**config.mk**
```make
export PLATFORM = sky130hd
export DESIGN_NAME = ctrl_top
export DESIGN_NICKNAME = d
export VERILOG_FILES = /design/src/ctrl_pkg.sv /design/src/ctrl_fsm.sv /design/src/ctrl_top.sv /design/src/fwd_unit.sv /design/src/hazard_unit.sv /design/src/operand_match.sv
export VERILOG_INCLUDE_DIRS = /design/src
export SDC_FILE = /design/constraint.sdc
export NUM_CORES = 1
export LEC_CHECK = 0
export BUFFER_PORTS_ARGS = -buffer_cell sky130_fd_sc_hd__buf_2
export CAP_MARGIN = 10
export CELL_PAD_IN_SITES_DETAIL_PLACEMENT = 1
export CELL_PAD_IN_SITES_GLOBAL_PLACEMENT = 2
export CORE_MARGIN = 2
export CORE_UTILIZATION = 21
export CTS_BUF_LIST = sky130_fd_sc_hd__clkbuf_2 sky130_fd_sc_hd__clkbuf_4 sky130_fd_sc_hd__clkbuf_8
export CTS_CLUSTER_DIAMETER = 200
export CTS_CLUSTER_SIZE = 8
export DETAILED_ROUTE_END_ITERATION = 12
export PLACE_DENSITY_LB_ADDON = 0.15
export REMOVE_ABC_BUFFERS = 1
export SLEW_MARGIN = 0
export SYNTH_ARGS = -nofsm -noshare
export SYNTH_HDL_FRONTEND = slang
export SYNTH_SLANG_ARGS = --single-unit
```
**constraint.sdc**
```tcl
create_clock -name clk -period 3.2 [get_ports clk]
set_input_delay 0.64 -clock clk [delete_from_list [all_inputs] [get_ports clk]]
set_output_delay 0.64 -clock clk [all_outputs]
set_load 0.03 [all_outputs]
```
**src/ctrl_consts.svh**
```systemverilog
// sizing constants for the pipeline controller, included by the package and the RTL
`ifndef CTRL_CONSTS_SVH
`define CTRL_CONSTS_SVH

//////////////////////////////////////////////////////////////////////
// register file geometry
//////////////////////////////////////////////////////////////////////

// width of a register address in the decoder and forwarding paths
`define CTRL_REG_ADDR_W 5

// architectural register count, x0 through x31
`define CTRL_NUM_REGS (1 << `CTRL_REG_ADDR_W)

//////////////////////////////////////////////////////////////////////
// operand geometry
//////////////////////////////////////////////////////////////////////

// source operands a, b and c, bit 0 is operand a
`define CTRL_NUM_OPERANDS 3

`endif

```
**src/ctrl_pkg.sv**
```systemverilog
// shared types of the pipeline controller, referenced by scoped names from every RTL unit
`include "ctrl_consts.svh"

package ctrl_pkg;

  // register address, sized from the register count
  typedef logic [$clog2(`CTRL_NUM_REGS)-1:0] reg_addr_t;

  // controller FSM states
  typedef enum logic [2:0] {
    RESET       = 3'd0,
    BOOT_SET    = 3'd1,
    SLEEP       = 3'd2,
    FIRST_FETCH = 3'd3,
    DECODE      = 3'd4,
    FLUSH_EX    = 3'd5,
    FLUSH_WB    = 3'd6
  } ctrl_state_e;

  // fetch stage pc select
  // 3'b001 and 3'b100 upward stay reserved for exception, eret and debug
  typedef enum logic [2:0] {
    PC_BOOT   = 3'b000,
    PC_JUMP   = 3'b010,
    PC_BRANCH = 3'b011
  } pc_sel_e;

  // kind of jump sitting in decode
  typedef enum logic [1:0] {
    BRANCH_NONE = 2'b00,
    BRANCH_JAL  = 2'b01,
    BRANCH_JALR = 2'b10,
    BRANCH_COND = 2'b11
  } jump_kind_e;

  // operand source in the ID stage
  typedef enum logic [1:0] {
    SEL_REGFILE = 2'b00,
    SEL_FW_EX   = 2'b01,
    SEL_FW_WB   = 2'b10
  } fw_sel_e;

endpackage

```
**src/ctrl_fsm.sv**
```systemverilog
// main control FSM of the core, drives fetch requests, pc redirects and pipeline halts
`timescale 1ns/1ps

module ctrl_fsm
(
  input  logic                   clk,
  input  logic                   rst_n,

  // core enable and decoder status
  input  logic                   fetch_enable_i,
  input  logic                   instr_valid_i,
  input  logic                   pipe_flush_i,
  input  logic                   branch_taken_ex_i,
  input  ctrl_pkg::jump_kind_e   jump_in_dec_i,
  input  logic                   jr_stall_i,

  // stage handshakes
  input  logic                   id_valid_i,
  input  logic                   ex_valid_i,
  input  logic                   wb_valid_i,

  output logic                   core_busy_o,
  output logic                   is_decoding_o,
  output logic                   instr_req_o,
  output logic                   pc_set_o,
  output ctrl_pkg::pc_sel_e      pc_mux_o,
  output logic                   halt_if_o,
  output logic                   halt_id_o
);

  ctrl_pkg::ctrl_state_e state_q;
  ctrl_pkg::ctrl_state_e state_d;

  // set once a jump target was sent, blocks a second redirect
  logic jump_done_d;
  logic jump_done_q;

  //////////////////////////////////////////////////////////////////////
  // next state and outputs
  //////////////////////////////////////////////////////////////////////

  always_comb
  begin
    // fetching and busy unless idle
    instr_req_o   = 1'b1;
    core_busy_o   = 1'b1;
    is_decoding_o = 1'b0;
    pc_mux_o      = ctrl_pkg::PC_BOOT;
    pc_set_o      = 1'b0;
    halt_if_o     = 1'b0;
    halt_id_o     = 1'b0;
    jump_done_d   = jump_done_q;
    state_d       = state_q;

    case (state_q)
      // idle after reset until enabled
      ctrl_pkg::RESET:
      begin
        instr_req_o = 1'b0;
        core_busy_o = 1'b0;
        if (fetch_enable_i)
          state_d = ctrl_pkg::BOOT_SET;
      end

      // load the boot address into the prefetcher
      ctrl_pkg::BOOT_SET:
      begin
        pc_mux_o = ctrl_pkg::PC_BOOT;
        pc_set_o = 1'b1;
        state_d  = ctrl_pkg::FIRST_FETCH;
      end

      // pipeline drained, wait for the core to be enabled again
      ctrl_pkg::SLEEP:
      begin
        instr_req_o = 1'b0;
        core_busy_o = 1'b0;
        if (fetch_enable_i)
          state_d = ctrl_pkg::FIRST_FETCH;
      end

      // wait for the first instruction to leave ID
      ctrl_pkg::FIRST_FETCH:
      begin
        if (id_valid_i)
          state_d = ctrl_pkg::DECODE;
      end

      ctrl_pkg::DECODE:
      begin
        // decode only while no taken branch sits in EX
        if (instr_valid_i && !branch_taken_ex_i)
        begin
          is_decoding_o = 1'b1;

          // jal and jalr targets are known in decode
          if ((jump_in_dec_i == ctrl_pkg::BRANCH_JAL) ||
              (jump_in_dec_i == ctrl_pkg::BRANCH_JALR))
          begin
            pc_mux_o = ctrl_pkg::PC_JUMP;
            // jalr waits for its base register, one redirect per jump
            if (!jr_stall_i && !jump_done_q)
            begin
              pc_set_o    = 1'b1;
              jump_done_d = 1'b1;
            end
          end

          // wfi style flush, stop IF and ID right away
          if (pipe_flush_i)
          begin
            halt_if_o = 1'b1;
            halt_id_o = 1'b1;
            state_d   = ctrl_pkg::FLUSH_EX;
          end
        end

        // taken branch wins over anything in decode
        if (branch_taken_ex_i)
        begin
          pc_mux_o      = ctrl_pkg::PC_BRANCH;
          pc_set_o      = 1'b1;
          is_decoding_o = 1'b0;
        end
      end

      // let the instruction in EX complete
      ctrl_pkg::FLUSH_EX:
      begin
        halt_if_o = 1'b1;
        if (ex_valid_i)
          state_d = ctrl_pkg::FLUSH_WB;
      end

      ctrl_pkg::FLUSH_WB:
      begin
        halt_if_o = 1'b1;
        if (!fetch_enable_i)
        begin
          // going to sleep once WB retires
          if (wb_valid_i)
            state_d = ctrl_pkg::SLEEP;
        end
        else
        begin
          // still enabled, release IF and resume
          halt_if_o = 1'b0;
          if (id_valid_i)
            state_d = ctrl_pkg::DECODE;
        end
      end

      // unreachable encoding, recover through reset state
      default:
      begin
        instr_req_o = 1'b0;
        state_d     = ctrl_pkg::RESET;
      end
    endcase
  end

  //////////////////////////////////////////////////////////////////////
  // state and jump-done registers
  //////////////////////////////////////////////////////////////////////

  always_ff @(posedge clk or negedge rst_n)
  begin
    if (!rst_n)
    begin
      state_q     <= ctrl_pkg::RESET;
      jump_done_q <= 1'b0;
    end
    else
    begin
      state_q     <= state_d;
      // ID handing on the jump ends the blocking window
      jump_done_q <= jump_done_d & ~id_valid_i;
    end
  end

endmodule

```
**src/ctrl_top.sv**
```systemverilog
// top level of the pipeline controller, connects FSM, operand matching, hazards and forwarding
`timescale 1ns/1ps
`include "ctrl_consts.svh"

module ctrl_top
(
  input  logic                   clk,
  input  logic                   rst_n,

  // control
  input  logic                   fetch_enable_i,
  input  logic                   instr_valid_i,
  input  logic                   pipe_flush_i,
  input  logic                   illegal_insn_i,
  input  logic                   branch_taken_ex_i,
  input  ctrl_pkg::jump_kind_e   jump_in_dec_i,

  // stage handshakes
  input  logic                   id_valid_i,
  input  logic                   ex_valid_i,
  input  logic                   wb_valid_i,

  // LSU
  input  logic                   data_req_ex_i,
  input  logic                   data_misaligned_i,

  // source operands
  input  logic                   rega_used_i,
  input  logic                   regb_used_i,
  input  logic                   regc_used_i,
  input  ctrl_pkg::reg_addr_t    raddr_a_i,
  input  ctrl_pkg::reg_addr_t    raddr_b_i,
  input  ctrl_pkg::reg_addr_t    raddr_c_i,

  // destinations
  input  ctrl_pkg::reg_addr_t    regfile_waddr_ex_i,
  input  logic                   regfile_we_ex_i,
  input  ctrl_pkg::reg_addr_t    regfile_waddr_wb_i,
  input  logic                   regfile_we_wb_i,
  input  ctrl_pkg::reg_addr_t    regfile_alu_waddr_fw_i,
  input  logic                   regfile_alu_we_fw_i,

  output logic                   core_busy_o,
  output logic                   is_decoding_o,
  output logic                   instr_req_o,
  output logic                   pc_set_o,
  output ctrl_pkg::pc_sel_e      pc_mux_o,
  output logic                   halt_if_o,
  output logic                   halt_id_o,
  output logic                   deassert_we_o,
  output logic                   load_stall_o,
  output logic                   jr_stall_o,
  output ctrl_pkg::fw_sel_e      operand_a_fw_sel_o,
  output ctrl_pkg::fw_sel_e      operand_b_fw_sel_o,
  output ctrl_pkg::fw_sel_e      operand_c_fw_sel_o
);

  // per operand address matches, bit 0 is operand a
  logic [`CTRL_NUM_OPERANDS-1:0] ex_match;
  logic [`CTRL_NUM_OPERANDS-1:0] wb_match;
  logic [`CTRL_NUM_OPERANDS-1:0] alu_match;

  ctrl_fsm u_ctrl_fsm (
    .clk               (clk),
    .rst_n             (rst_n),
    .fetch_enable_i    (fetch_enable_i),
    .instr_valid_i     (instr_valid_i),
    .pipe_flush_i      (pipe_flush_i),
    .branch_taken_ex_i (branch_taken_ex_i),
    .jump_in_dec_i     (jump_in_dec_i),
    .jr_stall_i        (jr_stall_o),
    .id_valid_i        (id_valid_i),
    .ex_valid_i        (ex_valid_i),
    .wb_valid_i        (wb_valid_i),
    .core_busy_o       (core_busy_o),
    .is_decoding_o     (is_decoding_o),
    .instr_req_o       (instr_req_o),
    .pc_set_o          (pc_set_o),
    .pc_mux_o          (pc_mux_o),
    .halt_if_o         (halt_if_o),
    .halt_id_o         (halt_id_o)
  );

  operand_match u_operand_match (
    .rega_used_i (rega_used_i),
    .regb_used_i (regb_used_i),
    .regc_used_i (regc_used_i),
    .raddr_a_i   (raddr_a_i),
    .raddr_b_i   (raddr_b_i),
    .raddr_c_i   (raddr_c_i),
    .waddr_ex_i  (regfile_waddr_ex_i),
    .waddr_wb_i  (regfile_waddr_wb_i),
    .waddr_alu_i (regfile_alu_waddr_fw_i),
    .ex_match_o  (ex_match),
    .wb_match_o  (wb_match),
    .alu_match_o (alu_match)
  );

  hazard_unit u_hazard_unit (
    .is_decoding_i  (is_decoding_o),
    .illegal_insn_i (illegal_insn_i),
    .data_req_ex_i  (data_req_ex_i),
    .we_ex_i        (regfile_we_ex_i),
    .we_wb_i        (regfile_we_wb_i),
    .we_alu_i       (regfile_alu_we_fw_i),
    .jump_in_dec_i  (jump_in_dec_i),
    .ex_match_i     (ex_match),
    .wb_match_i     (wb_match),
    .alu_match_i    (alu_match),
    .load_stall_o   (load_stall_o),
    .jr_stall_o     (jr_stall_o),
    .deassert_we_o  (deassert_we_o)
  );

  fwd_unit u_fwd_unit (
    .we_wb_i            (regfile_we_wb_i),
    .we_alu_i           (regfile_alu_we_fw_i),
    .data_misaligned_i  (data_misaligned_i),
    .wb_match_i         (wb_match),
    .alu_match_i        (alu_match),
    .operand_a_fw_sel_o (operand_a_fw_sel_o),
    .operand_b_fw_sel_o (operand_b_fw_sel_o),
    .operand_c_fw_sel_o (operand_c_fw_sel_o)
  );

endmodule

```
**src/fwd_unit.sv**
```systemverilog
// picks the source of each ID stage operand from regfile, WB result or EX result
`timescale 1ns/1ps
`include "ctrl_consts.svh"

module fwd_unit
(
  input  logic                            we_wb_i,
  input  logic                            we_alu_i,
  input  logic                            data_misaligned_i,

  // address matches, bit 0 is operand a
  input  logic [`CTRL_NUM_OPERANDS-1:0]   wb_match_i,
  input  logic [`CTRL_NUM_OPERANDS-1:0]   alu_match_i,

  output ctrl_pkg::fw_sel_e               operand_a_fw_sel_o,
  output ctrl_pkg::fw_sel_e               operand_b_fw_sel_o,
  output ctrl_pkg::fw_sel_e               operand_c_fw_sel_o
);

  ctrl_pkg::fw_sel_e fw_sel [`CTRL_NUM_OPERANDS];

  always_comb
  begin
    for (int i = 0; i < `CTRL_NUM_OPERANDS; i++)
    begin
      // register file unless a newer value is in flight
      fw_sel[i] = ctrl_pkg::SEL_REGFILE;
      // older result from WB
      if (we_wb_i && wb_match_i[i])
        fw_sel[i] = ctrl_pkg::SEL_FW_WB;
      // youngest result from EX takes priority
      if (we_alu_i && alu_match_i[i])
        fw_sel[i] = ctrl_pkg::SEL_FW_EX;
    end

    // second half of a misaligned access reuses the EX address
    if (data_misaligned_i)
    begin
      fw_sel[0] = ctrl_pkg::SEL_FW_EX;
      fw_sel[1] = ctrl_pkg::SEL_REGFILE;
    end
  end

  assign operand_a_fw_sel_o = fw_sel[0];
  assign operand_b_fw_sel_o = fw_sel[1];
  assign operand_c_fw_sel_o = fw_sel[2];

endmodule

```
**src/hazard_unit.sv**
```systemverilog
// detects load-use and jump-register hazards and decides when to drop register writes
`timescale 1ns/1ps
`include "ctrl_consts.svh"

module hazard_unit
(
  input  logic                            is_decoding_i,
  input  logic                            illegal_insn_i,
  input  logic                            data_req_ex_i,

  // destination write enables
  input  logic                            we_ex_i,
  input  logic                            we_wb_i,
  input  logic                            we_alu_i,

  input  ctrl_pkg::jump_kind_e            jump_in_dec_i,

  // address matches, bit 0 is operand a
  input  logic [`CTRL_NUM_OPERANDS-1:0]   ex_match_i,
  input  logic [`CTRL_NUM_OPERANDS-1:0]   wb_match_i,
  input  logic [`CTRL_NUM_OPERANDS-1:0]   alu_match_i,

  output logic                            load_stall_o,
  output logic                            jr_stall_o,
  output logic                            deassert_we_o
);

  logic jalr_in_dec;
  logic jalr_base_busy;

  //////////////////////////////////////////////////////////////////////
  // load-use hazard
  //////////////////////////////////////////////////////////////////////

  // load in EX writes a register that ID reads
  assign load_stall_o = data_req_ex_i && we_ex_i && (|ex_match_i);

  //////////////////////////////////////////////////////////////////////
  // jump-register hazard
  //////////////////////////////////////////////////////////////////////

  assign jalr_in_dec = (jump_in_dec_i == ctrl_pkg::BRANCH_JALR);

  // jalr base is operand a, any pending writer of it stalls
  assign jalr_base_busy = (we_wb_i  && wb_match_i[0])  ||
                          (we_ex_i  && ex_match_i[0])  ||
                          (we_alu_i && alu_match_i[0]);

  assign jr_stall_o = jalr_in_dec && jalr_base_busy;

  //////////////////////////////////////////////////////////////////////
  // write enable suppression
  //////////////////////////////////////////////////////////////////////

  // no writes from an instruction that is not really issued
  assign deassert_we_o = !is_decoding_i  ||
                         illegal_insn_i  ||
                         load_stall_o    ||
                         jr_stall_o;

endmodule

```
**src/operand_match.sv**
```systemverilog
// compares the three source register addresses with the EX, WB and ALU destinations
`timescale 1ns/1ps
`include "ctrl_consts.svh"

module operand_match
(
  input  logic                                rega_used_i,
  input  logic                                regb_used_i,
  input  logic                                regc_used_i,
  input  ctrl_pkg::reg_addr_t                 raddr_a_i,
  input  ctrl_pkg::reg_addr_t                 raddr_b_i,
  input  ctrl_pkg::reg_addr_t                 raddr_c_i,
  input  ctrl_pkg::reg_addr_t                 waddr_ex_i,
  input  ctrl_pkg::reg_addr_t                 waddr_wb_i,
  input  ctrl_pkg::reg_addr_t                 waddr_alu_i,

  // one bit per operand, bit 0 is operand a
  output logic [`CTRL_NUM_OPERANDS-1:0]       ex_match_o,
  output logic [`CTRL_NUM_OPERANDS-1:0]       wb_match_o,
  output logic [`CTRL_NUM_OPERANDS-1:0]       alu_match_o
);

  ctrl_pkg::reg_addr_t            raddr [`CTRL_NUM_OPERANDS];
  logic [`CTRL_NUM_OPERANDS-1:0]  used;

  // gather operands into indexable form
  assign raddr[0] = raddr_a_i;
  assign raddr[1] = raddr_b_i;
  assign raddr[2] = raddr_c_i;
  assign used     = {regc_used_i, regb_used_i, rega_used_i};

  for (genvar i = 0; i < `CTRL_NUM_OPERANDS; i++)
  begin : g_match
    // source is read and is not x0
    logic live;

    assign live = used[i] && (raddr[i] != '0);

    // write enables are applied downstream
    assign ex_match_o[i]  = live && (raddr[i] == waddr_ex_i);
    assign wb_match_o[i]  = live && (raddr[i] == waddr_wb_i);
    assign alu_match_o[i] = live && (raddr[i] == waddr_alu_i);
  end

endmodule

```
# [After elaboration in Yosys (flattened, before gate mapping)]
# Cells that the tools add are included.
[classes] n_eq_ne=23 muxes=39 n_reduce_logical=42 bitwise_logic=2
[op_table] operator="$eq 5x5->1" count=9
[op_table] operator="$mux 3" count=11
[op_table] operator="$logic_and 1x1->1" count=24
[op_table] operator="$pmux 3 s7" count=1
[op_table] operator="$mux 1" count=17
[op_table] operator="$reduce_bool 5->1" count=3
[op_table] operator="$mux 2" count=7
[op_table] operator="$eq 3x3->1 const B" count=3
[op_table] operator="$ne 2x2->1 const B" count=4
[op_table] operator="$eq 3x2->1 const B" count=2
[op_table] operator="$logic_or 1x1->1" count=6
[op_table] operator="$reduce_and 6->1" count=1
[op_table] operator="$reduce_or 5->1" count=1
[op_table] operator="$logic_not 1->1" count=4
[op_table] operator="$mux 4" count=1
[op_table] operator="$eq 3x1->1 const B" count=1
[op_table] operator="$logic_not 3->1" count=1
[op_table] operator="$ne 3x3->1 const B" count=1
[op_table] operator="$pmux 1 s3" count=1
[op_table] operator="$reduce_or 3->1" count=1
[op_table] operator="$eq 2x1->1 const B" count=1
[op_table] operator="$eq 2x2->1 const B" count=1
[op_table] operator="$ne 2x1->1 const B" count=1
[op_table] operator="$pmux 1 s2" count=1
[op_table] operator="3 further kinds" count=3
[word_totals] inputBits=50 output_inout_bits=18 reg_bits=4 elab_cells=108

# [Depth between registers and ports, before layout]
[depth] word_depth=14 mapped_depth=6 depth_no_buf=6

# [By module]
# A second synthesis with hierarchy kept.
[hier_totals] hier_cells=131 hier_area_um2=1056.0
[by_module_without_submodules] module="operand_match" cells_per_inst=69 area_each_um2=548.0 seq_area_each_um2=0.0 instances=1
[by_module_without_submodules] module="ctrl_fsm" cells_per_inst=45 area_each_um2=411.6 seq_area_each_um2=100.1 instances=1
[by_module_without_submodules] module="fwd_unit" cells_per_inst=10 area_each_um2=50.0 seq_area_each_um2=0.0 instances=1
[by_module_without_submodules] module="hazard_unit" cells_per_inst=7 area_each_um2=46.3 seq_area_each_um2=0.0 instances=1

# [Worst setup path before layout]
# OpenSTA, ideal clock, no wires.
[synth_timing] path_kind="input to output" startpoint="input port raddr_a_i[1]" endpoint="output port pc_set_o" n_path_buf=0 cell_stages=5 path_slack_ns=-0.262 arrival_time_ns=2.822 t_required_ns=2.560 path_cell_list="or4_1 o211a_1 and3_2 o31a_1 o32ai_1"
[synth_between] elab_chain_len=14 word_cells_on_any_way=21 classes_between="eq/ne (3); mux (5); reduce/logical (13)"
[synth_lines] element="start, declared" line="ctrl_top.sv:31" source="input ctrl_pkg::reg_addr_t raddr_a_i,"
[synth_lines] element="$reduce_bool 5->1" line="operand_match.sv:37" source="assign live = used[i] && (raddr[i] != '0);"
[synth_lines] element="$logic_and 1x1->1" line="operand_match.sv:37"
[synth_lines] element="$logic_and 1x1->1 (on tied branches)" line="operand_match.sv:41, operand_match.sv:40"
[synth_lines] element="$logic_and 1x1->1 (on tied branches)" line="hazard_unit.sv:45, hazard_unit.sv:46"
[synth_lines] element="$logic_or 1x1->1" line="hazard_unit.sv:45" source="assign jalr_base_busy = (we_wb_i && wb_match_i[0]) ||"
[synth_lines] element="$logic_or 1x1->1 (*)" line="hazard_unit.sv:46" source="(we_ex_i && ex_match_i[0]) ||"
[synth_lines] element="$logic_and 1x1->1 (*)" line="hazard_unit.sv:49" source="assign jr_stall_o = jalr_in_dec && jalr_base_busy;"
[synth_lines] element="net jr_stall_o" line="ctrl_top.sv:52" source="output logic jr_stall_o,"
[synth_lines] element="$logic_not 1->1 (*)" line="ctrl_fsm.sv:102" source="if (!jr_stall_i && !jump_done_q)"
[synth_lines] element="$logic_and 1x1->1 (*)" line="ctrl_fsm.sv:102"
[synth_lines] element="$mux 1 (*)" line="ctrl_fsm.sv:102"
[synth_lines] element="$mux 1 (*)" line="ctrl_fsm.sv:97" source="if ((jump_in_dec_i == ctrl_pkg::BRANCH_JAL) ||"
[synth_lines] element="$mux 1 (*)" line="ctrl_fsm.sv:92" source="if (instr_valid_i && !branch_taken_ex_i)"
[synth_lines] element="$mux 1 (*)" line="ctrl_fsm.sv:119" source="if (branch_taken_ex_i)"
[synth_lines] element="$pmux 1 s2 (*)" line="ctrl_fsm.sv:55" source="case (state_q)"
[synth_lines] element="end, declared" line="ctrl_top.sv:46" source="output logic pc_set_o,"
# The timed path passes the listed nets; every way through them passes the cells marked *.

# [Worst setup path after layout]
[layout_timing] startpoint="input port raddr_a_i[2]" endpoint="output port deassert_we_o"
[layout_between] elab_chain_len=8 word_cells_on_any_way=18 classes_between="eq/ne (3); reduce/logical (15)"
[layout_lines] element="$reduce_bool 5->1" line="operand_match.sv:37"
[layout_lines] element="$logic_and 1x1->1" line="operand_match.sv:37"
[layout_lines] element="$logic_and 1x1->1 (on tied branches)" line="operand_match.sv:41, operand_match.sv:40"
[layout_lines] element="$logic_and 1x1->1 (on tied branches)" line="hazard_unit.sv:45, hazard_unit.sv:46"
[layout_lines] element="$logic_or 1x1->1" line="hazard_unit.sv:45"
[layout_lines] element="$logic_or 1x1->1" line="hazard_unit.sv:46"
[layout_lines] element="$logic_and 1x1->1" line="hazard_unit.sv:49"
[layout_lines] element="$logic_or 1x1->1 (*)" line="hazard_unit.sv:58" source="load_stall_o ||"
[layout_lines] element="end, declared" line="ctrl_top.sv:50" source="output logic deassert_we_o,"
# Every way passes the cells marked *; elsewhere a longest branch is shown, timed or not.

==> results.md <==
* Outcome: finished with violations
* Violated checks: negative setup slack
* Post-Synth XOR/XNOR Area at 39.1%
* Gr usage total at 16.9%
* Clock slew at the register clock pins of the worst setup and hold paths at 0.03 ns
* Netlist cell types at 36
* Avg WL per Cell at 15.9 um
* Post-DRT Antenna Nets at 0
* Cell Rows at 25
* Layout Cells excl Fill at 273
* Placed cell areas at 0.00153 mm2
* Vias/cell at 4.80
* #FFs+latches synth at 4
* Area delta synth->final at 60.9%
* Switch Pwr at 0.322 mW
* Clk pwr share at 15.6%
* Main combinational cell family by area after synthesis: XOR/XNOR gates
* Routed wire length at 4340 um
* Placer Congestion at 0.864
* # nets final at 272
* Final setup margin at -0.0788 ns
* Final Cycle Share at 102%
* DRC Markers at 0
* Hold_buf cts at 0
* VDD IR max at 0.000240 V
* Sequential-to-total area share from yosys stat at 9.93%
* # port buffers at 66
* Arrival @ worst endpoint at 2.64 ns
* Min-delay worst type: input pin to async pin
* Critical path endpoint category: primary output
* Comb power frac at 67.9%
* Area leader, netlist: xnor2_1
* Min Hold Slack at 0.223 ns
* Cell Int Power at 0.345 mW
* Post-Synth Adder-Cell Area at 1.24%
* Compound-Gate Fraction of Synth Area at 12.3%
* Fmax at 0.305 GHz
* Number of global-route vias before repair at 1459
* P_leak at 0.760 nW
* Area of the die at 0.00537 mm2
* Post-synth top cells: xnor2_1, xor2_1, a21oi_1, nand2_1
* Largest net degree at the start of global routing at 15
* Hold Fails Final Rpt at 0
* Finish-stage setup viols at 1
* Root Driver: clkbuf_8
* PnR Total Power at 0.667 mW
* Setup repair after global routing missed its margin: yes
* Sw Ratio at 48.2%
* Post-synth top area share at 23.4%
* Maxcap violations at 0
* Die H at 73.3 um
* Worst EP required at 2.56 ns
* Post-DP HPWL at 3810 um
* Syn avg cell area at 7.47 um2
* Seq pwr share at 16.5%
* Mux cell area share after synthesis at 0%
* Max clock buf depth at 2
* Overflow after GRT at 0
* Initial Util at 21.5%
* Clock Latency Late Sink at 0.21 ns
* Power Density at 411 mW/mm2
* Most numerous cell in the Yosys netlist: xnor2_1
* Final Core Density at 34.6%
* Slew Viols, Final at 0
* Share of cells above drive strength 1 at 45.2%
* Ys flop type: dfrtp_1
* Synth warn at 0
* CTS H-tree lvls at 1
* Post-synth EDFFs at 0
* Placed insts at 270
* Total CTS buffers at 3
* Vias at 1311
* Synth Instances at 135
* Fin crit period at 3.28 ns
* Die Wd at 73.3 um
* Core area at 0.00469 mm2
* Reg-to-reg startpoint: u_ctrl_fsm.state_q[1]
* Global-route wire length before repair at 7110 um
* DRT Pass-1 Iters at 4
* Syn Std Cell Area at 0.00101 mm2
* Crit. Startpoint: raddr_a_i[2]
* Antenna cells at 0
* Crit-path max FO at 2
* Post-Synth Simple-Gate Area at 34.1%
* Initial antenna violation count at 0
* Top cells by area, synth: xnor2_1, xor2_1, dfrtp_1
* CTS tree: done
* Design Area, Final at 0.00162 mm2
* Startpoint Class: input pin
* DR iter-0 viols at 48
* Fraction of registers with async set/reset at 100%
* Fin Clk Skew at 0.00113 ns
* WS Path Type: input pin to primary output
* IO Count at 68
* CTS sink cnt at 4
[stage by stage]
| stage | setup WS, ns | TNS, ns |
|---|---|---|
| after global placement | -0.171 | -0.215 |
| after floorplan | -0.262 | -0.406 |
| after CTS | -0.108 | -0.166 |
| final | -0.0788 | -0.0788 |
| after detailed placement | -0.166 | -0.250 |
| after global routing | -0.121 | -0.164 |
[logic make-up after synthesis]
kind of cell             Yosys count
AND/OR/NAND/NOR                   58
XOR/XNOR                          45
AO/OA/AOI/OAI                     19
buffers and inverters              7
flip-flops                         4
adder cells (fa/ha/maj)            1
other                              1
[what timing repair did]
item / in CTS / in global routing
buffers inserted: 0 / 0
pin swaps: 5 / 5
resized for setup: 7 / 6
endpoints found under the setup margin: 2 / 2
[routing by layer]
metal,track usage [%],part of all wire (%),wire length (um)
met1,19.9,40,1740
met2,32.7,55,2390
met3,1.51,4.7,206
met4,3.43,0.21,9
met5,0,0,0
[registers in the layout, indices dropped and copies added (netlist names)]
| register | count |
|---|---|
| u_ctrl_fsm.jump_done_q | 1 |
| u_ctrl_fsm.state_q | 3 |
[path summary, 6_finish.rpt]
kind	end	slack, ns	cells past startpoint
max	deassert_we_o	-0.08	7
min	u_ctrl_fsm.state_q[2]	0.22	1
max reg2reg	u_ctrl_fsm.jump_done_q	1.36	4
min reg2reg	u_ctrl_fsm.jump_done_q	0.59	2
max in group asynchronous	u_ctrl_fsm.jump_done_q	2.86	1
min in group clk	u_ctrl_fsm.jump_done_q	0.59	2
[cell type report]
| type | count | area [um2] |
|---|---|---|
| fill | 594 | 3070 |
| multi-input combinational | 124 | 908 |
| timing repair buffer | 85 | 494 |
| sequential | 4 | 100 |
| tap | 54 | 67.6 |
| clock buffer | 3 | 41.3 |
| inverter | 3 | 11.3 |
[power groups by stage]
| stage | logic [mW] | clock network (mW) | registers [mW] |
|---|---|---|---|
| 4_1_cts | 0.447 | 0.107 | 0.110 |
| 6_report | 0.453 | 0.104 | 0.110 |
| 2_1_floorplan | 0.268 | 0 | 0.112 |
| 3_3_place_gp | 0.430 | 0 | 0.109 |
| 3_5_place_dp | 0.442 | 0 | 0.111 |
| 5_1_grt | 0.500 | 0.111 | 0.116 |
[critical path, stage by stage]
cell	delay [ns]
buf_6	0.09
or4_4	0.53
o211a_1	0.23
and4_4	0.15
o311a_4	0.36
or4b_4	0.49
buf_6	0.16
[cells in the final DEF, fill, tap and decap left out, types with 4 or more instances in the layout]
cell,synthesis,layout
buf_2,0,62
xnor2_1,27,27
buf_4,1,20
xor2_1,18,18
nand2_1,8,8
a21oi_1,8,8
nand3_1,6,6
nor3_1,6,6
nor4_1,5,5
nor3b_1,4,4
nor2_1,4,4
and2_1,4,4
dfrtp_1,4,4
No activity file was read; power rests on OpenSTA's default activity.
